--- src/design/qla_params.svh ---
// QLA motor-current path constants
// channel count, register map, DAC framing and safety limits

`ifndef QLA_PARAMS_SVH
`define QLA_PARAMS_SVH

// ----------------------------------------
// register map
`define QLA_NUM_CHAN        4           // axes 1..4
`define QLA_ADDR_W          8           // [7:4] channel, [3:0] offset
`define QLA_OFF_DAC_CTRL    4'd0        // per axis, commanded current, r/w
`define QLA_OFF_ADC_DATA    4'd1        // per axis, latest feedback, ro
`define QLA_OFF_STATUS      4'd0        // global, {dac_busy, amp_disable}
`define QLA_OFF_AMP_EN      4'd1        // global, set bits clear disables
`define QLA_OFF_DAC_UPD     4'd2        // global, any write starts a pass

// ----------------------------------------
// DAC serial frame
`define QLA_DAC_FRAME_BITS  24
`define QLA_DAC_CMD         4'b0011     // write and update
`define QLA_SCLK_HALF       2           // sysclk cycles per sclk half period

// ----------------------------------------
// safety limits, offset binary currents
`define QLA_CUR_MID         16'h8000    // zero current
`define QLA_SAFETY_MARGIN   16'h0100    // slack above 2x command
`define QLA_SAFETY_COUNT    4           // consecutive bad samples to trip

`endif

--- src/design/qla_pkg.sv ---
// Shared types of the QLA motor-current path
// currents, channel masks, DAC frames, Wishbone words and DAC FSM states

`default_nettype none

`include "qla_params.svh"

package qla_pkg;

    // offset binary, midscale is zero current
    typedef logic [15:0] cur_t;

    // one bit per axis, bit 0 is axis 1
    typedef logic [`QLA_NUM_CHAN-1:0] chan_mask_t;

    // axis number minus one
    typedef logic [1:0] chan_idx_t;

    // one DAC transfer, sent MSB first
    typedef struct packed {
        logic [3:0] cmd;    // command nibble
        logic [3:0] addr;   // DAC channel, zero-extended axis index
        cur_t       value;  // commanded current
    } dac_frame_t;

    // host bus words
    typedef logic [31:0]            wb_data_t;
    typedef logic [`QLA_ADDR_W-1:0] wb_addr_t;

    // DAC sequencer states
    typedef enum logic [1:0] {
        DAC_IDLE,   // waiting for an update request
        DAC_LOAD,   // frame for current axis goes into the shifter
        DAC_SHIFT,  // csel low, 24 sclk periods
        DAC_GAP     // csel high between frames
    } dac_state_t;

endpackage

`default_nettype wire

--- src/design/dac_bit_timer.sv ---
// DAC serial clock timer
// divides sysclk into sclk while run is high, ticks on each falling
// sclk edge and flags the tick that ends the frame

`default_nettype none

`include "qla_params.svh"

module dac_bit_timer import qla_pkg::*; (
    input  wire logic sysclk,
    input  wire logic arst_n,
    input  wire logic run,          // clears both counters when low
    output logic      sclk,
    output logic      shift_tick,   // one per sclk period, at the fall
    output logic      frame_done    // with the last tick
);

    localparam int FRAME_BITS = $bits(dac_frame_t);
    localparam int HALF       = `QLA_SCLK_HALF;
    localparam int HCNT_W     = (HALF > 1) ? $clog2(HALF) : 1;
    localparam int BCNT_W     = $clog2(FRAME_BITS);

    logic [HCNT_W-1:0] hcnt;        // sysclk cycles within half period
    logic [BCNT_W-1:0] bcnt;        // bits sent, 0..23
    logic              half_end;

    assign half_end   = run && (hcnt == HCNT_W'(HALF - 1));
    assign shift_tick = half_end && sclk;              // sclk about to fall
    assign frame_done = shift_tick && (bcnt == BCNT_W'(FRAME_BITS - 1));

    // ----------------------------------------
    // counters, idle low
    always_ff @(posedge sysclk or negedge arst_n) begin
        if (!arst_n) begin
            hcnt <= '0;
            bcnt <= '0;
            sclk <= 1'b0;
        end else if (!run) begin
            hcnt <= '0;
            bcnt <= '0;
            sclk <= 1'b0;
        end else begin
            hcnt <= half_end ? '0 : hcnt + 1'b1;
            if (half_end)
                sclk <= ~sclk;
            if (shift_tick)
                bcnt <= frame_done ? '0 : bcnt + 1'b1;
        end
    end

endmodule

`default_nettype wire

--- src/design/dac_shifter.sv ---
// DAC frame shift register
// assembles command, axis and commanded current on load,
// then shifts left on each falling sclk with mosi taken from the MSB

`default_nettype none

`include "qla_params.svh"

module dac_shifter import qla_pkg::*; (
    input  wire logic      sysclk,
    input  wire logic      arst_n,
    input  wire logic      load,        // from sequencer, DAC_LOAD
    input  wire logic      shift_tick,  // from timer, falling sclk
    input  wire chan_idx_t chan,
    input  wire cur_t      cur_cmd [`QLA_NUM_CHAN],
    output logic           mosi
);

    dac_frame_t frame_q;
    dac_frame_t frame_new;

    // next frame, current sampled at load
    always_comb begin
        frame_new.cmd   = `QLA_DAC_CMD;
        frame_new.addr  = 4'(chan);
        frame_new.value = cur_cmd[chan];
    end

    // ----------------------------------------
    // shift register, zeros shifted in
    always_ff @(posedge sysclk or negedge arst_n) begin
        if (!arst_n) begin
            frame_q <= '0;                     // mosi low out of reset
        end else if (load) begin
            frame_q <= frame_new;
        end else if (shift_tick) begin
            frame_q <= {frame_q[`QLA_DAC_FRAME_BITS-2:0], 1'b0};
        end
    end

    assign mosi = frame_q[`QLA_DAC_FRAME_BITS-1];     // bit 23 first

endmodule

`default_nettype wire

--- src/design/dac_sequencer.sv ---
// DAC pass sequencer
// walks axes 1..4 on each update request, one 24-bit frame per axis,
// with a load cycle before and a csel-high gap between frames

`default_nettype none

`include "qla_params.svh"

module dac_sequencer import qla_pkg::*; (
    input  wire logic sysclk,
    input  wire logic arst_n,
    input  wire logic dac_req,      // pending update, level
    input  wire logic frame_done,   // 24th falling sclk
    output logic      dac_busy,
    output logic      run,          // timer enable
    output logic      load,         // shifter load strobe
    output logic      csel,         // DAC chip select, active low
    output chan_idx_t chan          // axis being sent
);

    localparam chan_idx_t LAST_CHAN = chan_idx_t'(`QLA_NUM_CHAN - 1);

    dac_state_t state;

    // decoded from state
    assign dac_busy = (state != DAC_IDLE);     // whole pass
    assign run      = (state == DAC_SHIFT);
    assign load     = (state == DAC_LOAD);

    // ----------------------------------------
    // pass FSM
    always_ff @(posedge sysclk or negedge arst_n) begin
        if (!arst_n) begin
            state <= DAC_IDLE;
            chan  <= '0;
            csel  <= 1'b1;
        end else begin
            case (state)
                DAC_IDLE: begin
                    if (dac_req) begin
                        state <= DAC_LOAD;
                        chan  <= '0;           // axis 1 first
                    end
                end
                DAC_LOAD: begin
                    state <= DAC_SHIFT;
                    csel  <= 1'b0;             // frame opens with bit 23 on mosi
                end
                DAC_SHIFT: begin
                    if (frame_done) begin
                        csel <= 1'b1;
                        // last axis ends the pass
                        if (chan == LAST_CHAN)
                            state <= DAC_IDLE;
                        else
                            state <= DAC_GAP;
                    end
                end
                DAC_GAP: begin
                    chan  <= chan + 2'd1;      // next axis
                    state <= DAC_LOAD;
                end
                default: state <= DAC_IDLE;
            endcase
        end
    end

    // chip select never left low once the pass is over
    assert property (@(posedge sysclk) disable iff (!arst_n) (state == DAC_IDLE) |-> csel);

endmodule

`default_nettype wire

--- src/design/safety_check.sv ---
// Per-axis overcurrent check
// trips when feedback magnitude exceeds twice the command magnitude plus
// a margin for several consecutive samples, held until cleared

`default_nettype none

`include "qla_params.svh"

module safety_check import qla_pkg::*; (
    input  wire logic sysclk,
    input  wire logic arst_n,
    input  wire logic adc_valid,    // new feedback sample
    input  wire logic clear,        // from AMP_EN write
    input  wire cur_t cur_fb,
    input  wire cur_t cur_cmd,
    output logic      amp_disable
);

    localparam int COUNT = `QLA_SAFETY_COUNT;
    localparam int CNT_W = $clog2(COUNT + 1);

    logic [17:0]      fb_mag;       // |fb - mid|
    logic [17:0]      cmd_mag;      // |cmd - mid|
    logic [17:0]      bound;
    logic             viol;
    logic [CNT_W-1:0] cnt;          // consecutive violations

    // distances from midscale, 18 bits leaves room for 2x plus margin
    assign fb_mag  = (cur_fb >= `QLA_CUR_MID) ? 18'(cur_fb - `QLA_CUR_MID)
                                              : 18'(`QLA_CUR_MID - cur_fb);
    assign cmd_mag = (cur_cmd >= `QLA_CUR_MID) ? 18'(cur_cmd - `QLA_CUR_MID)
                                               : 18'(`QLA_CUR_MID - cur_cmd);
    assign bound   = (cmd_mag << 1) + 18'(`QLA_SAFETY_MARGIN);
    assign viol    = (fb_mag > bound);

    // ----------------------------------------
    // persistence and latch, clear wins
    always_ff @(posedge sysclk or negedge arst_n) begin
        if (!arst_n) begin
            cnt         <= '0;
            amp_disable <= 1'b0;
        end else if (clear) begin
            cnt         <= '0;
            amp_disable <= 1'b0;
        end else if (adc_valid) begin
            if (!viol) begin
                cnt <= '0;                     // run broken
            end else begin
                if (cnt != CNT_W'(COUNT))
                    cnt <= cnt + 1'b1;         // saturates
                if (cnt == CNT_W'(COUNT - 1))
                    amp_disable <= 1'b1;
            end
        end
    end

endmodule

`default_nettype wire

--- src/design/qla_reg_bus.sv ---
// Host register bus for the QLA motor-current path
// Wishbone classic slave with single-cycle ack, holds the commanded currents,
// the pending DAC update request and the amplifier-enable clear pulse,
// and returns commands, feedback and global status on reads

`default_nettype none

`include "qla_params.svh"

module qla_reg_bus import qla_pkg::*; (
    input  wire logic     sysclk,
    input  wire logic     arst_n,
    // Wishbone classic slave
    input  wire logic     wb_cyc,
    input  wire logic     wb_stb,
    input  wire logic     wb_we,
    input  wire wb_addr_t wb_adr,
    input  wire wb_data_t wb_wdata,
    output wb_data_t      wb_rdata,
    output logic          wb_ack,
    // motor-current path
    input  wire cur_t     cur_fb [`QLA_NUM_CHAN],
    input  wire chan_mask_t amp_disable,
    input  wire logic     dac_busy,
    output cur_t          cur_cmd [`QLA_NUM_CHAN],
    output chan_mask_t    amp_clear,
    output logic          dac_req
);

    // ----------------------------------------
    // address decode
    logic [3:0] adr_chan;       // 0 is global
    logic [3:0] adr_off;
    logic       is_global;
    logic       axis_ok;        // channel 1..QLA_NUM_CHAN
    chan_idx_t  axis;
    logic       acc;            // new access this cycle
    logic       wr;
    logic       busy_q;         // for dac_busy rise
    wb_data_t   rd_mux;

    assign adr_chan  = wb_adr[7:4];
    assign adr_off   = wb_adr[3:0];
    assign is_global = (adr_chan == 4'd0);
    assign axis_ok   = !is_global && (adr_chan <= 4'(`QLA_NUM_CHAN));
    assign axis      = chan_idx_t'(adr_chan - 4'd1);
    assign acc       = wb_cyc && wb_stb && !wb_ack;    // ack blocks back-to-back
    assign wr        = acc && wb_we;

    // readback mux, unmapped reads as zero
    always_comb begin
        rd_mux = '0;
        if (is_global) begin
            if (adr_off == `QLA_OFF_STATUS)
                rd_mux = wb_data_t'({dac_busy, amp_disable});   // busy lands in bit 4
        end else if (axis_ok) begin
            case (adr_off)
                `QLA_OFF_DAC_CTRL: rd_mux = wb_data_t'(cur_cmd[axis]);
                `QLA_OFF_ADC_DATA: rd_mux = wb_data_t'(cur_fb[axis]);
                default:           rd_mux = '0;
            endcase
        end
    end

    // ----------------------------------------
    // ack, write side, update request
    always_ff @(posedge sysclk or negedge arst_n) begin
        if (!arst_n) begin
            wb_ack    <= 1'b0;
            amp_clear <= '0;
            dac_req   <= 1'b0;
            busy_q    <= 1'b0;
            for (int i = 0; i < `QLA_NUM_CHAN; i++) begin
                cur_cmd[i] <= `QLA_CUR_MID;    // zero current
            end
        end else begin
            wb_ack    <= acc;
            busy_q    <= dac_busy;
            amp_clear <= '0;                   // one-cycle pulse
            if (wr && axis_ok && adr_off == `QLA_OFF_DAC_CTRL)
                cur_cmd[axis] <= wb_wdata[15:0];
            if (wr && is_global && adr_off == `QLA_OFF_AMP_EN)
                amp_clear <= wb_wdata[`QLA_NUM_CHAN-1:0];
            // pending pass, writes during a pass coalesce
            if (wr && is_global && adr_off == `QLA_OFF_DAC_UPD)
                dac_req <= 1'b1;
            else if (dac_busy && !busy_q)
                dac_req <= 1'b0;               // sequencer took it
        end
    end

    // read data travels with ack
    always_ff @(posedge sysclk) begin
        if (acc)
            wb_rdata <= rd_mux;
    end

    // master holding stb after ack must not get a second ack
    assert property (@(posedge sysclk) disable iff (!arst_n) wb_ack |=> !wb_ack);

endmodule

`default_nettype wire

--- src/design/qla_motor_top.sv ---
// QLA motor-current command path, top level
// host register bus, DAC pass sequencer with bit timer and shifter,
// and one overcurrent check per axis

`default_nettype none

`include "qla_params.svh"

module qla_motor_top import qla_pkg::*; (
    input  wire logic     sysclk,
    input  wire logic     arst_n,
    // host Wishbone
    input  wire logic     wb_cyc,
    input  wire logic     wb_stb,
    input  wire logic     wb_we,
    input  wire wb_addr_t wb_adr,
    input  wire wb_data_t wb_wdata,
    output wb_data_t      wb_rdata,
    output logic          wb_ack,
    // ADC feedback, parallel samples
    input  wire logic     adc_valid,
    input  wire cur_t     cur_fb [`QLA_NUM_CHAN],
    // DAC and amplifiers
    output logic          dac_sclk,
    output logic          dac_mosi,
    output logic          dac_csel,
    output chan_mask_t    amp_disable
);

    cur_t       cur_cmd [`QLA_NUM_CHAN];  // commanded currents
    chan_mask_t amp_clear;
    logic       dac_req;
    logic       dac_busy;
    logic       run;
    logic       load;
    logic       shift_tick;
    logic       frame_done;
    chan_idx_t  chan;

    // ----------------------------------------
    // register bus
    qla_reg_bus reg_bus_i (
        .sysclk(sysclk), .arst_n(arst_n),
        .wb_cyc(wb_cyc), .wb_stb(wb_stb), .wb_we(wb_we), .wb_adr(wb_adr),
        .wb_wdata(wb_wdata), .wb_rdata(wb_rdata), .wb_ack(wb_ack),
        .cur_fb(cur_fb), .amp_disable(amp_disable), .dac_busy(dac_busy),
        .cur_cmd(cur_cmd), .amp_clear(amp_clear), .dac_req(dac_req)
    );

    // ----------------------------------------
    // DAC path
    dac_sequencer dac_seq_i (
        .sysclk(sysclk), .arst_n(arst_n), .dac_req(dac_req), .frame_done(frame_done),
        .dac_busy(dac_busy), .run(run), .load(load), .csel(dac_csel), .chan(chan)
    );

    dac_bit_timer dac_timer_i (
        .sysclk(sysclk), .arst_n(arst_n), .run(run),
        .sclk(dac_sclk), .shift_tick(shift_tick), .frame_done(frame_done)
    );

    dac_shifter dac_shift_i (
        .sysclk(sysclk), .arst_n(arst_n), .load(load), .shift_tick(shift_tick),
        .chan(chan), .cur_cmd(cur_cmd), .mosi(dac_mosi)
    );

    // ----------------------------------------
    // safety, one per axis
    for (genvar i = 0; i < `QLA_NUM_CHAN; i++) begin : g_safe
        safety_check safe_i (
            .sysclk(sysclk), .arst_n(arst_n), .adc_valid(adc_valid),
            .clear(amp_clear[i]), .cur_fb(cur_fb[i]), .cur_cmd(cur_cmd[i]),
            .amp_disable(amp_disable[i])
        );
    end

endmodule

`default_nettype wire

--- config.mk ---
export PLATFORM = sky130hd
export DESIGN_NAME = qla_motor_top
export DESIGN_NICKNAME = d
export VERILOG_FILES = /design/src/design/qla_pkg.sv /design/src/design/dac_bit_timer.sv /design/src/design/dac_shifter.sv /design/src/design/dac_sequencer.sv /design/src/design/safety_check.sv /design/src/design/qla_reg_bus.sv /design/src/design/qla_motor_top.sv
export VERILOG_INCLUDE_DIRS = /design/src /design/src/design
export SDC_FILE = /design/constraint.sdc
export NUM_CORES = 1
export LEC_CHECK = 0
export BUFFER_PORTS_ARGS = -buffer_cell sky130_fd_sc_hd__buf_2
export CELL_PAD_IN_SITES_DETAIL_PLACEMENT = 0
export CELL_PAD_IN_SITES_GLOBAL_PLACEMENT = 1
export CORE_ASPECT_RATIO = 1.5
export CORE_UTILIZATION = 50
export CTS_CLUSTER_DIAMETER = 50
export DETAILED_ROUTE_END_ITERATION = 7
export GPL_TIMING_DRIVEN = 0
export PLACE_DENSITY = 0.91
export RECOVER_POWER = 100
export SLEW_MARGIN = 20
export SYNTH_ARGS = -nofsm -noshare
export SYNTH_HDL_FRONTEND = slang
export SYNTH_SLANG_ARGS = --single-unit
--- constraint.sdc ---
create_clock -name sysclk -period 12.2 [get_ports sysclk]
set_input_delay 3.05 -clock sysclk [delete_from_list [all_inputs] [get_ports sysclk]]
set_output_delay 3.05 -clock sysclk [all_outputs]
set_load 0.05 [all_outputs]
# ---- Word level (Yosys, flattened, before mapping)
# Index checks and enable logic that the tools add are counted.
dict set report totals {
  ff_bits 155
  output_inout_bits 40
  input_bits 110
  elab_cells 220
}
dict set report op_classes {
  n_eq_ne 23
  mux 76
  order_cmp 16
  n_addsub 28
  n_bitwise 3
  n_reduce_logical 48
}
# cell n
set op_table {}
lappend op_table {{16-bit by 16-bit subtractor with 17-bit output (first input constant)} 8}
lappend op_table {{16-bit by 16-bit subtractor with 17-bit output (second input constant)} 8}
lappend op_table {{16-bit >= comparator (second input constant)} 8}
lappend op_table {{16-bit 2-to-1 mux} 7}
lappend op_table {{16-bit binary-select mux with 2-bit select} 3}
lappend op_table {{18-bit by 9-bit adder with 18-bit output (second input constant)} 4}
lappend op_table {{18-bit > comparator} 4}
lappend op_table {{18-bit 2-to-1 mux} 4}
lappend op_table {{17-bit 2-to-1 mux} 4}
lappend op_table {{64-bit bitwise mux} 1}
lappend op_table {{32-bit 2-to-1 mux} 2}
lappend op_table {{24-bit 2-to-1 mux} 2}
lappend op_table {{3-bit 2-to-1 mux} 16}
lappend op_table {{2-bit nonzero test} 17}
lappend op_table {{16-bit demux with 2-bit select} 1}
lappend op_table {{16-bit one-hot mux with 2 select lines} 1}
lappend op_table {{3-bit != test (second input constant)} 8}
lappend op_table {{1-bit 2-to-1 mux} 23}
lappend op_table {{5-bit 2-to-1 mux} 4}
lappend op_table {{1-bit logical AND} 14}
lappend op_table {{2-bit AND reduction} 7}
lappend op_table {{3-bit by 1-bit adder with 3-bit output (second input constant)} 4}
lappend op_table {{3-bit by 2-bit == test with 1-bit output (second input constant)} 4}
lappend op_table {{3-bit AND reduction} 4}
lappend op_table {{23 further kinds} 36}

# ---- Longest topological paths before layout
# Gate-level depths: netlist of the first run.
dict set report logic_depth {
  depth_word 8
  ltp_mapped 19
}

# ---- By module
# Synthesis of the first run repeated with hierarchy kept, for this count alone.
dict set report unflattened {
  cells_unflattened 1320
  hier_area_um2 12717.2
}
# module cells_each area_per_inst_um2 instances
set by_module_without_submodules {}
lappend by_module_without_submodules {qla_reg_bus 285 4377.9 1}
lappend by_module_without_submodules {{safety_check (g_safe[0].safe_i ...)} 212 1506.4 2}
lappend by_module_without_submodules {dac_shifter 137 1647.8 1}
lappend by_module_without_submodules {{safety_check (g_safe[2].safe_i)} 209 1507.7 1}
lappend by_module_without_submodules {{safety_check (g_safe[1].safe_i)} 200 1483.9 1}
lappend by_module_without_submodules {dac_bit_timer 34 351.6 1}
lappend by_module_without_submodules {dac_sequencer 31 335.3 1}

# ---- Worst setup path before layout of the first run
# OpenSTA, ideal clock, no wires.
dict set report synth_path {
  kind {input to register}
  startpoint {input port cur_fb[58] (netlist name)}
  endpoint {register g_safe[0].safe_i.cnt[1]}
  cell_stages 12
  t_required_ns 12.079
  n_path_buf 0
  setup_time_ns 0.121
  arrival_ns 5.805
  path_slack_ns 6.274
  path_cell_list {or4_1 -> nor2b_1 -> a21oi_1 -> xor2_1 -> ha_1 -> and3_1 -> a221o_1 -> a221oi_1 -> o31ai_1 -> o21a_1 -> a31o_2 -> a22o_1}
}
dict set report synth_between {
  elab_chain_len 6
  elab_cells_between_ends 10
  cone_classes {add/sub: 2; order compare: 2; eq/ne: 1; mux: 4; reduce/logical: 1}
}
# item line_no
set synth_rtl {}
lappend synth_rtl {{start, declared} qla_motor_top.sv:22} ;# input wire cur_t cur_fb [`QLA_NUM_CHAN],
lappend synth_rtl {{16-bit by 16-bit subtractor with 17-bit output (no source line) / 16-bit >= comparator (equally long branches)} -}
lappend synth_rtl {{18-bit 2-to-1 mux *} safety_check.sv:29} ;# assign fb_mag = (cur_fb >= `QLA_CUR_MID) ? 18'(cur_fb - `QLA_CUR_MID)
lappend synth_rtl {{18-bit > comparator *} safety_check.sv:34} ;# assign viol = (fb_mag > bound);
lappend synth_rtl {{3-bit 2-to-1 mux} safety_check.sv:46} ;# if (!viol) begin
lappend synth_rtl {{3-bit 2-to-1 mux} safety_check.sv:45} ;# end else if (adc_valid) begin
lappend synth_rtl {{3-bit 2-to-1 mux} safety_check.sv:42} ;# end else if (clear) begin
lappend synth_rtl {{end signal, assigned} safety_check.sv:50} ;# cnt <= cnt + 1'b1;
lappend synth_rtl {{end, declared} safety_check.sv:26} ;# logic [CNT_W-1:0] cnt;
# Every way passes the cells marked *; elsewhere a longest branch is shown, timed or not. The select of a mux whose other input is x is not followed.
# A chain may end at the register's enable or synchronous reset.

# ---- Worst setup path in the final report of the first run
dict set report layout_path {
  startpoint {input port wb_adr[4]}
  endpoint {register reg_bus_i.cur_cmd[11] (netlist name)}
}
dict set report layout_between {
  elab_chain_len 7
  elab_cells_between_ends 14
  cone_classes {add/sub: 1; order compare: 3; mux: 3; bitwise: 1; reduce/logical: 6}
}
# item line_no
set layout_rtl {}
lappend layout_rtl {{start, declared} qla_motor_top.sv:16} ;# input wire wb_addr_t wb_adr,
lappend layout_rtl {{2-bit by 1-bit subtractor with 2-bit output} qla_reg_bus.sv:46} ;# assign axis = chan_idx_t'(adr_chan - 4'd1);
lappend layout_rtl {{2-bit NOT with 3-bit output (implied by the code)} qla_reg_bus.sv:81} ;# cur_cmd[axis] <= wb_wdata[15:0];
lappend layout_rtl {{3-bit >= comparator (implied by the code) / 3-bit by 1-bit less-than comparator with 1-bit output (equally long branches)} qla_reg_bus.sv:81}
lappend layout_rtl {{1-bit logical AND (implied by the code)} qla_reg_bus.sv:81}
lappend layout_rtl {{16-bit 2-to-1 mux (implied by the code)} qla_reg_bus.sv:81}
lappend layout_rtl {{16-bit demux with 2-bit select} qla_reg_bus.sv:81}
lappend layout_rtl {{64-bit bitwise mux} qla_reg_bus.sv:81}
lappend layout_rtl {{end signal, assigned by index} qla_reg_bus.sv:74} ;# cur_cmd[i] <= `QLA_CUR_MID;
lappend layout_rtl {{end signal, assigned by index} qla_reg_bus.sv:81}
lappend layout_rtl {{end, declared} qla_reg_bus.sv:25} ;# output cur_t cur_cmd [`QLA_NUM_CHAN],
# Parallel ways exist; a longest one is shown, timed or not.

==> impl_metrics.json, run 1 <==
{
  "status": "finished, violations left",
  "violations": "max-capacitance violations, max-slew violations",
  "synth_cells": 1320,
  "crit_slowest_cell": "clkbuf_1",
  "synthArstFlopShare_pct": 88.5,
  "cp.required_ns": 12.52,
  "ys_warn_count": 0,
  "antenna_found_initial": 2,
  "vdd_ir_drop_max_mv": 0.0927,
  "slowest_delay_ns": 0.68,
  "start_util_pct": 51.0,
  "io_pins": 150,
  "die_w_um": 131,
  "cp_common_cell": "clkbuf_1",
  "fmax_ghz": 0.153,
  "post_cts_resized": 0,
  "yosys.area.top_type_share_pct": 23.7,
  "coreArea_um2": 24400,
  "cts_max_level": 4,
  "cts_setup_buffers": 0,
  "grt_pass1_vias": 10900,
  "setup_violations": 0,
  "synth_top_cells_by_area": "dfrtp_1, ha_1, mux4_2",
  "drtAntennaViolNets": 0,
  "slew_viol_final": 49,
  "drc": 0,
  "syn-cell-area_um2": 12500,
  "path_buf_inv": 5,
  "crit_family": "buffers and inverters",
  "fin_crit_ns": 6.53,
  "seq_area_frac_synth_pct": 28.6,
  "rsz0062_at_grt": "no",
  "fin_setup_tns_ns": 0,
  "arrival_ns": 6.85,
  "wl_um": 39200,
  "cts.clk_slew.worst_paths_ns": 0.06,
  "drive_above_1_share_pct": 19.5,
  "route.vias.total": 11200,
  "dp_cells": 1787,
  "relSlewSlack_pct": -83.3,
  "grt_first_pass_wirelength_um": 59900,
  "power_leakage_uw": 0.00651,
  "hold_slack_ns": 0.490,
  "postCtsHoldBufs": 0,
  "stdcell_area_um2": 14100,
  "tightest_slew_ns": 2.75,
  "worst_clock_skew_ns": 0.00638,
  "place.port_buffers": 116,
  "ys_ff_latch": 139,
  "areaGrowthSynthToFinish_pct": 13.0,
  "hold_viol": 0,
  "powerDensity_nw_per_um2": 102,
  "place.gp.congestion": 0.974,
  "yosys.area.top_type": "dfrtp_1",
  "grt_max_degree": 76,
  "place_area_um2": 13600,
  "clk_latency_ns": 0.44,
  "synthDistinctLibCells": 77,
  "dieHeight_um": 195,
  "dominantRegCellSynth": "dfrtp_1",
  "hpwl_um": 31000,
  "cts_root_buf": "clkbuf_16",
  "wire_per_inst_um": 21.5,
  "final_cells": 1821,
  "drt_iter0_drc": 852,
  "cts_tree": "done",
  "cp_max_fo": 10,
  "cts_buffers": 17,
  "fin_util_pct": 57.7,
  "design.die.area_um2": 25600,
  "via_per_inst": 6.15,
  "cts_buffer_depth": 2,
  "period_share_pct": 53.5,
  "syn_area_per_cell_um2": 9.44,
  "cap_violations": 1,
  "grt-ovfl-total": 0,
  "firstDrtPassIters": 5,
  "nNetsFinal": 1694,
  "clkSinkCount": 139,
  "startpoint_type": "primary input",
  "synth_edf_count": 16,
  "track_usage_pct": 32.0,
  "worstSetupEndpointType": "register",
  "critPathKind": "primary input to register",
  "hold_class": "register to register",
  "crit_path_cell_trace": "clkbuf_1 > clkbuf_1 > clkbuf_1 > inv_1 > ha_1 > xor2_1 > or3_1 > nor3_1 > nand2_1 > clkbuf_1 > mux2_2",
  "rows": 70
}
-- metal layers --
metal	routed length [um]	vias up	track usage, %	part of all wire [%]
met5	0	-	0	0
met4	2340	0	18.9	6.0
met3	2750	150	4.52	7.0
met2	20200	537	55.6	51
met1	14000	5423	36.6	36
li1	-	5095	-	-
-- area by class of cell --
type / count / area, um^2
Fill cell: 2210 / 10300
Multi-Input combinational cell: 1058 / 8310
Sequential cell: 139 / 3560
Timing Repair Buffer: 117 / 571
Buffer: 93 / 454
Clock buffer: 18 / 439
Tap cell: 324 / 405
Inverter: 56 / 210
Clock inverter: 14 / 135
Antenna cell: 2 / 5.00
-- registers in the layout, summed over array words and instances, names as in the netlist --
name and flops:
dac_seq_i.chan 2, dac_seq_i.csel 1, dac_seq_i.state 2, dac_shift_i.frame_q 23, dac_shift_i.mosi 1, dac_timer_i.bcnt 5
dac_timer_i.hcnt 1, dac_timer_i.sclk 1, g_safe.safe_i.amp_disable 4, g_safe.safe_i.cnt 12, reg_bus_i.amp_clear 4, reg_bus_i.busy_q 1
reg_bus_i.cur_cmd 64, reg_bus_i.dac_req 1, reg_bus_i.wb_ack 1, reg_bus_i.wb_rdata 16
-- placed cells by master (no fill, tap or decap), drive strengths merged, types with 9 or more instances in the layout --
cell type and instances:
edfxtp 16, ha 102, a21oi 72, mux2i 38
or3 14, mux2 65, nand2b 11, mux4 48
inv 63, a21o 22, nor2 133, nor3 43
nor2b 9, clkbuf 101, buf 127, a22oi 10
dfrtp 118, conb 28, and2 11, nand4 17
nand2 93, or4 9, xnor2 55, nor4 23
a31oi 15, xor2 74, nand3 25, o21ai 50
-- through the flow --
| stage | worst slack (ns) | power (uW) |
|---|---|---|
| after floorplan | 6.27 | 803 |
| after global placement | 5.65 | 910 |
| after detailed placement | 5.66 | 924 |
| after CTS | 6.09 | 1430 |
| after global routing | 5.44 | 1500 |
| final | 5.67 | 1430 |
-- cell families after synthesis --
| logic type | share of synthesized area [%] |
|---|---|
| buf+inv | 5.39 |
| compound gates | 11.9 |
| mux | 17.7 |
| flops | 28.6 |
| fa+ha+maj | 10.2 |
| simple gates | 17.1 |
| xor+xnor | 9.06 |
| other cells | 0.0602 |
-- path summary, 6_finish.rpt --
check                                                  start                             endpoint  slack, ns  cells after the start
max                                                wb_adr[4]    reg_bus_i.cur_cmd[11]$_DFFE_PN0P_       5.67                     11
min                         reg_bus_i.amp_clear[2]$_DFF_PN0_  g_safe[2].safe_i.cnt[1]$_DFFE_PN0P_       0.49                      1
max reg2reg                reg_bus_i.cur_cmd[63]$_DFFE_PN1P_  g_safe[0].safe_i.cnt[1]$_DFFE_PN0P_       7.12                     16
min reg2reg                 reg_bus_i.amp_clear[2]$_DFF_PN0_  g_safe[2].safe_i.cnt[1]$_DFFE_PN0P_       0.49                      1
max in group asynchronous                             arst_n           dac_timer_i.hcnt$_DFF_PN0_       7.16                      1
min in group asynchronous                             arst_n    reg_bus_i.cur_cmd[58]$_DFFE_PN0P_       3.48                      1
-- cell usage after synthesis (20+ instances only) --
library cell	instances
xnor2_1	55
mux4_2	46
xor2_1	74
nor4_1	20
clkbuf_1	43
nor2_1	133
buf_4	21
nand2_1	89
dfrtp_1	118
nand3_1	25
mux2_2	65
mux2i_1	38
a21o_1	22
a21oi_1	70
nor3_1	40
ha_1	102
o21ai_0	49
inv_1	56
-- power by group --
group	switching [uW]	leakage, uW	total (uW)	internal, uW
logic	244	0.00442	411	167
registers	19.8	0.00181	508	488
clock network	221	0.000284	511	290
Note: power is estimated with default switching activity, not from simulation.
==> inputs of run 2 (changes only) <==
- CORE_UTILIZATION: 50 -> 42
- PLACE_DENSITY: 0.91 -> 0.82
- clock period: 12.2 -> 5.53 ns (I/O delays scaled with it)
==> run 2 against run 1 <==
The flow still finishes with violations (max-capacitance violations, max-slew violations). Clock power rose by 130%. Cell area up 0.71%. Sequential power increased by 120%. Non-clock buffer count unchanged. Register-to-register slack lost 6.7 ns. Critical path type is now register to register.
==> impl_metrics.json, run 2 (synthesis gave the netlist of run 1 again) <==
{
  "status": "finished, violations left",
  "violations": "max-capacitance violations, max-slew violations",
  "crit_end": "g_safe[0].safe_i.cnt[1]$_DFFE_PN0P_",
  "cts_setup_buffers": 0,
  "period_share_pct": 92.5,
  "critPathKind": "register to register",
  "cts_buffer_depth": 2,
  "r2r_slack_ns": 0.42,
  "grt-ovfl-total": 0,
  "mostFrequentLayoutCell": "nor2_1",
  "fin_util_pct": 49.1,
  "wire_per_inst_um": 21.2,
  "largest_reg_flops": 64,
  "crit_path_cell_trace": "clkbuf_1 > clkbuf_1 > clkbuf_1 > a31oi_1 > xor2_1 > ha_1 > and2_0 > xnor2_1 > ha_1 > and3_1 > a221o_1 > a221oi_1 > o31ai_1 > o21a_1 > a31o_2 > a22o_1",
  "met3_usage_pct": 3.86,
  "crit_slowest_cell": "dfstp_2",
  "arrival_ns": 5.45,
  "fmax_ghz": 0.196,
  "startpoint_type": "register",
  "firstDrtPassIters": 6,
  "slew_viol_final": 38,
  "tightest_slew_ns": 2.11,
  "hold_viol": 0,
  "startpoint": "reg_bus_i.cur_cmd[63]$_DFFE_PN1P_",
  "cts.clk_slew.worst_paths_ns": 0.06,
  "place.gp.congestion": 0.964,
  "met2_usage_pct": 49.1,
  "top_usage_layer": "met2",
  "worstRegToRegCells": 16,
  "layout.cells.most_common_list": "nor2_1, dfrtp_1, ha_1, buf_2, nand2_1",
  "power_leakage_uw": 0.00651,
  "wl_um": 40000,
  "post_cts_resized": 0,
  "place.port_buffers": 116,
  "slowest_delay_ns": 0.51,
  "fin_setup_tns_ns": 0,
  "top_register": "reg_bus_i.cur_cmd",
  "drive_above_1_share_pct": 19.6,
  "rows": 76,
  "vdd_ir_drop_max_mv": 0.220,
  "antenna_found_initial": 3,
  "postCtsHoldBufs": 0,
  "worst_clock_skew_ns": 0.00998,
  "start_util_pct": 43.1,
  "setup_violations": 0,
  "track_usage_pct": 27.0,
  "cp_max_fo": 10,
  "drc": 0,
  "cts_tree": "done",
  "cts_buffers": 17,
  "grt_first_pass_wirelength_um": 59700,
  "cts_root_buf": "clkbuf_16",
  "areaGrowthSynthToFinish_pct": 13.8,
  "cap_violations": 1,
  "clkSinkCount": 139,
  "fin_crit_ns": 5.11,
  "io_pins": 150,
  "grt_pass1_vias": 10800,
  "drtAntennaViolNets": 0,
  "rsz0062_at_grt": "no",
  "coreArea_um2": 28900,
  "clk_latency_ns": 0.45,
  "r2r_start": "reg_bus_i.cur_cmd[63]$_DFFE_PN1P_",
  "die_w_um": 143,
  "met1_usage_pct": 29.2,
  "cp.required_ns": 5.86,
  "design.die.area_um2": 30400,
  "hold_class": "register to register",
  "powerDensity_nw_per_um2": 225,
  "nNetsFinal": 1694,
  "grt_max_degree": 87,
  "via_per_inst": 5.84,
  "relSlewSlack_pct": -40.4,
  "dieHeight_um": 213,
  "worstReg2RegEnd": "g_safe[0].safe_i.cnt[1]$_DFFE_PN0P_",
  "route.vias.total": 11000,
  "cts_max_level": 4,
  "worstSetupEndpointType": "register",
  "drt_iter0_drc": 798,
  "largest_registers": "reg_bus_i.cur_cmd x64, dac_shift_i.frame_q x23, reg_bus_i.wb_rdata x16",
  "hpwl_um": 31700,
  "cp_common_cell": "clkbuf_1"
}
-- run 2: cell types whose count changed in the layout (fill, tap and decap cells not counted), sizes merged --
cell	before	now
clkbuf	101	100
inv	63	61
diode	2	3
clkinvlp	1	4
clkinv	5	3
buf	127	129
-- run 2: critical path: cells and delay by family, from the launching register on --
kind | cells | cell delay, ns
buffers and inverters | 3 | 1.20
DFF | 1 | 0.51
adders and majority gates | 2 | 0.54
xor gates and xnor gates | 2 | 0.50
and+or+nand+nor | 2 | 0.40
AOI/OAI and AO/OA | 7 | 1.82
-- run 2: how the worst min path moves through the flow --
stage                     cells past startpoint  slack, ns                                start                                   to
after floorplan                               2       0.44           reg_bus_i.busy_q$_DFF_PN0_        reg_bus_i.dac_req$_DFFE_PN0P_
after global placement                        1       0.47           dac_timer_i.hcnt$_DFF_PN0_           dac_timer_i.hcnt$_DFF_PN0_
after detailed placement                      2       0.48  dac_shift_i.frame_q[20]$_DFFE_PN0P_  dac_shift_i.frame_q[20]$_DFFE_PN0P_
after CTS                                     1       0.49           dac_timer_i.hcnt$_DFF_PN0_           dac_timer_i.hcnt$_DFF_PN0_
after global routing                          1       0.52           dac_timer_i.hcnt$_DFF_PN0_           dac_timer_i.hcnt$_DFF_PN0_
final                                         1       0.48           dac_timer_i.hcnt$_DFF_PN0_           dac_timer_i.hcnt$_DFF_PN0_
-- run 2: metal layers --
| metal | vias up | wire length (um) |
|---|---|---|
| met5 | - | 0 |
| met4 | 0 | 2290 |
| met3 | 114 | 2230 |
| met2 | 402 | 21100 |
| met1 | 5402 | 14400 |
| li1 | 5099 | - |
-- run 2: cell type report --
| type | instances | area, um^2 |
|---|---|---|
| antenna | 3 | 7.51 |
| buffer | 93 | 453 |
| clock buffer | 19 | 464 |
| clock inverter | 13 | 131 |
| fill | 2847 | 14700 |
| inverter | 56 | 210 |
| multi-input combinational | 1058 | 8300 |
| sequential | 139 | 3560 |
| tap | 390 | 488 |
| timing repair buffer | 117 | 576 |
-- run 2: where the power goes --
group	internal, uW	switching (uW)	total, uW
sequential	1080	44.0	1120
combinational	369	536	905
clock	667	503	1170
-- run 2: through the flow --
| stage | total power (uW) | cells | instance area [um^2] | hold slack [ns] | setup slack (ns) |
|---|---|---|---|---|---|
| after floorplan | 1770 | 1346 | 12600 | 0.439 | 1.27 |
| after global placement | 2010 | 1852 | 13600 | 0.468 | 0.573 |
| after detailed placement | 2040 | 1853 | 13700 | 0.479 | 0.560 |
| after CTS | 3210 | 1885 | 14300 | 0.488 | 0.526 |
| after global routing | 3360 | 1888 | 14200 | 0.519 | 0.299 |
| final | 3200 | 1888 | 14200 | 0.485 | 0.415 |
==> inputs of run 3 (changes only) <==
- ABC_AREA: unset -> 1
- CORE_UTILIZATION: 42 -> 39
- PLACE_DENSITY: 0.82 -> 0.83
==> run 3 against run 2 <==
The run still ends with max-capacitance violations, max-slew violations left. Register-to-register slack improved by 1.5 ns. Sequential cell count did not move. Non-clock buffer count fell by 12. Sequential power barely moved. Critical path depth fell by 2. Maximum frequency rose by 17%. Setup slack improved by 0.74 ns. Clock power fell by 5%. Sequential share of layout area fell by 0.56 points. Utilization fell by 4.6 points. Synthesized area rose by 3.7%. Cell area rose by 2.3%.
==> impl_metrics.json, run 3 <==
{
  "status": "finished, violations left",
  "violations": "max-capacitance violations, max-slew violations",
  "yosys.area.top_type_share_pct": 22.8,
  "route.vias.total": 13300,
  "setup_violations": 0,
  "startpoint_type": "primary input",
  "synth_xor_area_share_pct": 5.54,
  "grt_max_degree": 101,
  "period_share_pct": 79.1,
  "swShare_pct": 35.7,
  "yosys.area_share.simple_pct": 28.9,
  "cts_max_level": 4,
  "dieHeight_um": 225,
  "p_sw_uw": 1090,
  "tightest_slew_ns": 1.60,
  "critPathKind": "primary input to register",
  "power_frac_comb_pct": 27.9,
  "synth_top_cells_by_area": "dfrtp_1, nand2_1, ha_1",
  "areaGrowthSynthToFinish_pct": 12.2,
  "cts_buffers": 17,
  "post_cts_resized": 0,
  "hold_class": "register to register",
  "cp_max_fo": 11,
  "clk_latency_ns": 0.46,
  "largest_registers": "reg_bus_i.cur_cmd x64, dac_shift_i.frame_q x23, reg_bus_i.wb_rdata x16",
  "syn-cell-area_um2": 12900,
  "grt_first_pass_wirelength_um": 68600,
  "seq_area_frac_synth_pct": 27.6,
  "dominantRegCellSynth": "dfrtp_1",
  "fin_setup_tns_ns": 0,
  "drtAntennaViolNets": 0,
  "num-fill-cells": 3549,
  "synth_cells": 1943,
  "whs_path_depth": 1,
  "synthArstFlopShare_pct": 88.5,
  "design.die.area_um2": 33900,
  "mostFrequentLayoutCell": "nand2_1",
  "cap_violations": 2,
  "ys_warn_count": 0,
  "hold_viol": 0,
  "cp.required_ns": 5.70,
  "register_area_um2": 3560,
  "coreArea_um2": 32600,
  "grt_pass1_vias": 12600,
  "arrival_ns": 4.54,
  "die_w_um": 151,
  "cts_root_buf": "clkbuf_16",
  "hpwl_um": 37000,
  "fin_util_pct": 44.5,
  "via_per_inst": 5.25,
  "rows": 81,
  "powerDensity_nw_per_um2": 211,
  "yosysMostFrequentCell": "nand2_1",
  "firstDrtPassIters": 5,
  "top_register": "reg_bus_i.cur_cmd",
  "setup_slack_ns": 1.16,
  "fin_crit_ns": 4.37,
  "worst_clock_skew_ns": 0.0125,
  "cts_tree": "done",
  "cts.clk_slew.worst_paths_ns": 0.06,
  "drive_above_1_share_pct": 9.83,
  "syn_area_per_cell_um2": 6.66,
  "worstRegToRegCells": 21,
  "synthDistinctLibCells": 45,
  "relSlewSlack_pct": -6.67,
  "io_pins": 150,
  "nNetsFinal": 2315,
  "rsz0062_at_grt": "no",
  "antenna_found_initial": 1,
  "wire_per_inst_um": 17.9,
  "synth_top_family_by_area": "simple AND/OR/NAND/NOR gates",
  "drt_iter0_drc": 839,
  "start_util_pct": 39.6,
  "clkPwrFrac_pct": 36.5,
  "layout.cells.most_common_list": "nand2_1, inv_1, o21ai_0, nor2_1, a21oi_1",
  "synth-compound-area-share_pct": 16.7,
  "synth_fa_ha_area_share_pct": 9.87,
  "cts_buffer_depth": 2,
  "grt-ovfl-total": 0,
  "place_ws_ns": 1.14,
  "slew_viol_final": 43,
  "wl_um": 45300,
  "ys_top_cells_by_count": "nand2_1, inv_1, nor2_1, o21ai_0, a21oi_1",
  "vdd_ir_drop_max_mv": 0.217,
  "postCtsHoldBufs": 0,
  "cts_setup_buffers": 0,
  "power_leakage_uw": 0.00719,
  "synthMuxAreaShare_pct": 0,
  "place.port_buffers": 114,
  "largest_reg_flops": 64,
  "clkSinkCount": 139,
  "synth_edf_count": 16,
  "seq_power_share_pct": 35.6,
  "yosys.area.top_type": "dfrtp_1",
  "internal_power_uw": 1970,
  "ys_ff_latch": 139,
  "fmax_ghz": 0.229,
  "multi_input_area_um2": 7910,
  "track_usage_pct": 27.4,
  "place.gp.congestion": 0.942,
  "drc": 0,
  "worstSetupEndpointType": "register"
}
## run 3: cell count changes after synthesis, moves of 22 or more
cell	before	now
mux4_2	46	0
o21ai_1	1	49
inv_1	56	242
mux2i_1	38	0
o21ai_2	0	22
nor2_1	133	180
o21ai_0	49	153
nor3_1	40	11
nand2_1	89	522
xnor2_1	55	27
mux2_2	65	0
a21oi_1	70	129
nand3_1	25	98
## run 3: area by class of cell
type                       count  area share [%]
inverter                     252            6.53
tap                          415            3.58
multi-input combinational   1495            54.5
antenna                        1          0.0172
timing repair buffer         115            3.87
clock inverter                12           0.595
buffer                        83            3.12
sequential                   139            24.6
clock buffer                  20            3.22
## run 3: worst max-delay path: stages
cell and delay (ns):
clkbuf_1 0.16, inv_1 0.24, clkbuf_1 0.39, clkbuf_1 0.46, ha_1 0.32, clkbuf_1 0.16
inv_1 0.15, clkbuf_1 0.36, clkbuf_1 0.42, a21oi_1 0.06, o21ai_0 0.12, nand2_1 0.13
nand2_1 0.10, a21oi_1 0.09
## run 3: path summary, 6_finish.rpt
path | startpoint | end | slack, ns
worst max register to register | reg_bus_i.cur_cmd[32]$_DFFE_PN0P_ | g_safe[1].safe_i.cnt[1]$_DFFE_PN0P_ | 1.96
max in group asynchronous | arst_n | dac_seq_i.csel$_DFFE_PN1P_ | 3.00
worst min-delay path | reg_bus_i.amp_clear[3]$_DFF_PN0_ | g_safe[3].safe_i.amp_disable$_DFFE_PN0P_ | 0.46
worst max-delay path | wb_adr[4] | reg_bus_i.wb_rdata[9]$_SDFFCE_PP0P_ | 1.16
min in group asynchronous | arst_n | g_safe[1].safe_i.amp_disable$_DFFE_PN0P_ | 1.32
worst min register to register | reg_bus_i.amp_clear[3]$_DFF_PN0_ | g_safe[3].safe_i.amp_disable$_DFFE_PN0P_ | 0.46
## run 3: routing by layer
metal	track usage, %	routed length (um)
met5	0	0
met4	16.9	2640
met3	3.77	2140
met2	48.5	23000
met1	30.5	17600
## run 3: power groups by stage
stage	sequential (uW)	clock, uW	combinational, uW
after global placement	1110	0	837
after floorplan	1110	0	592
final	1090	1110	854
after global routing	1090	1170	978
after detailed placement	1110	0	861
after CTS	1090	1130	866
## run 3: cells by family (layout without fill, tap and decap cells)
family                     Yosys count  after routing
adders and majority gates          102            102
and+or+nand+nor                    891            891
DFF                                139            139
AOI/OAI and AO/OA                  393            393
buffers and inverters              335            482
xor gates and xnor gates            81             81
other                                2             29
## run 3: through the flow
stage,hold WS [ns],std cells,power [uW],area (um^2)
2_1_floorplan,0.435,1969,1700,13000
3_3_place_gp,0.453,2498,1940,14100
3_5_place_dp,0.461,2499,1970,14200
4_1_cts,0.471,2531,3080,14700
5_1_grt,0.495,2531,3240,14500
6_report,0.463,2532,3060,14500
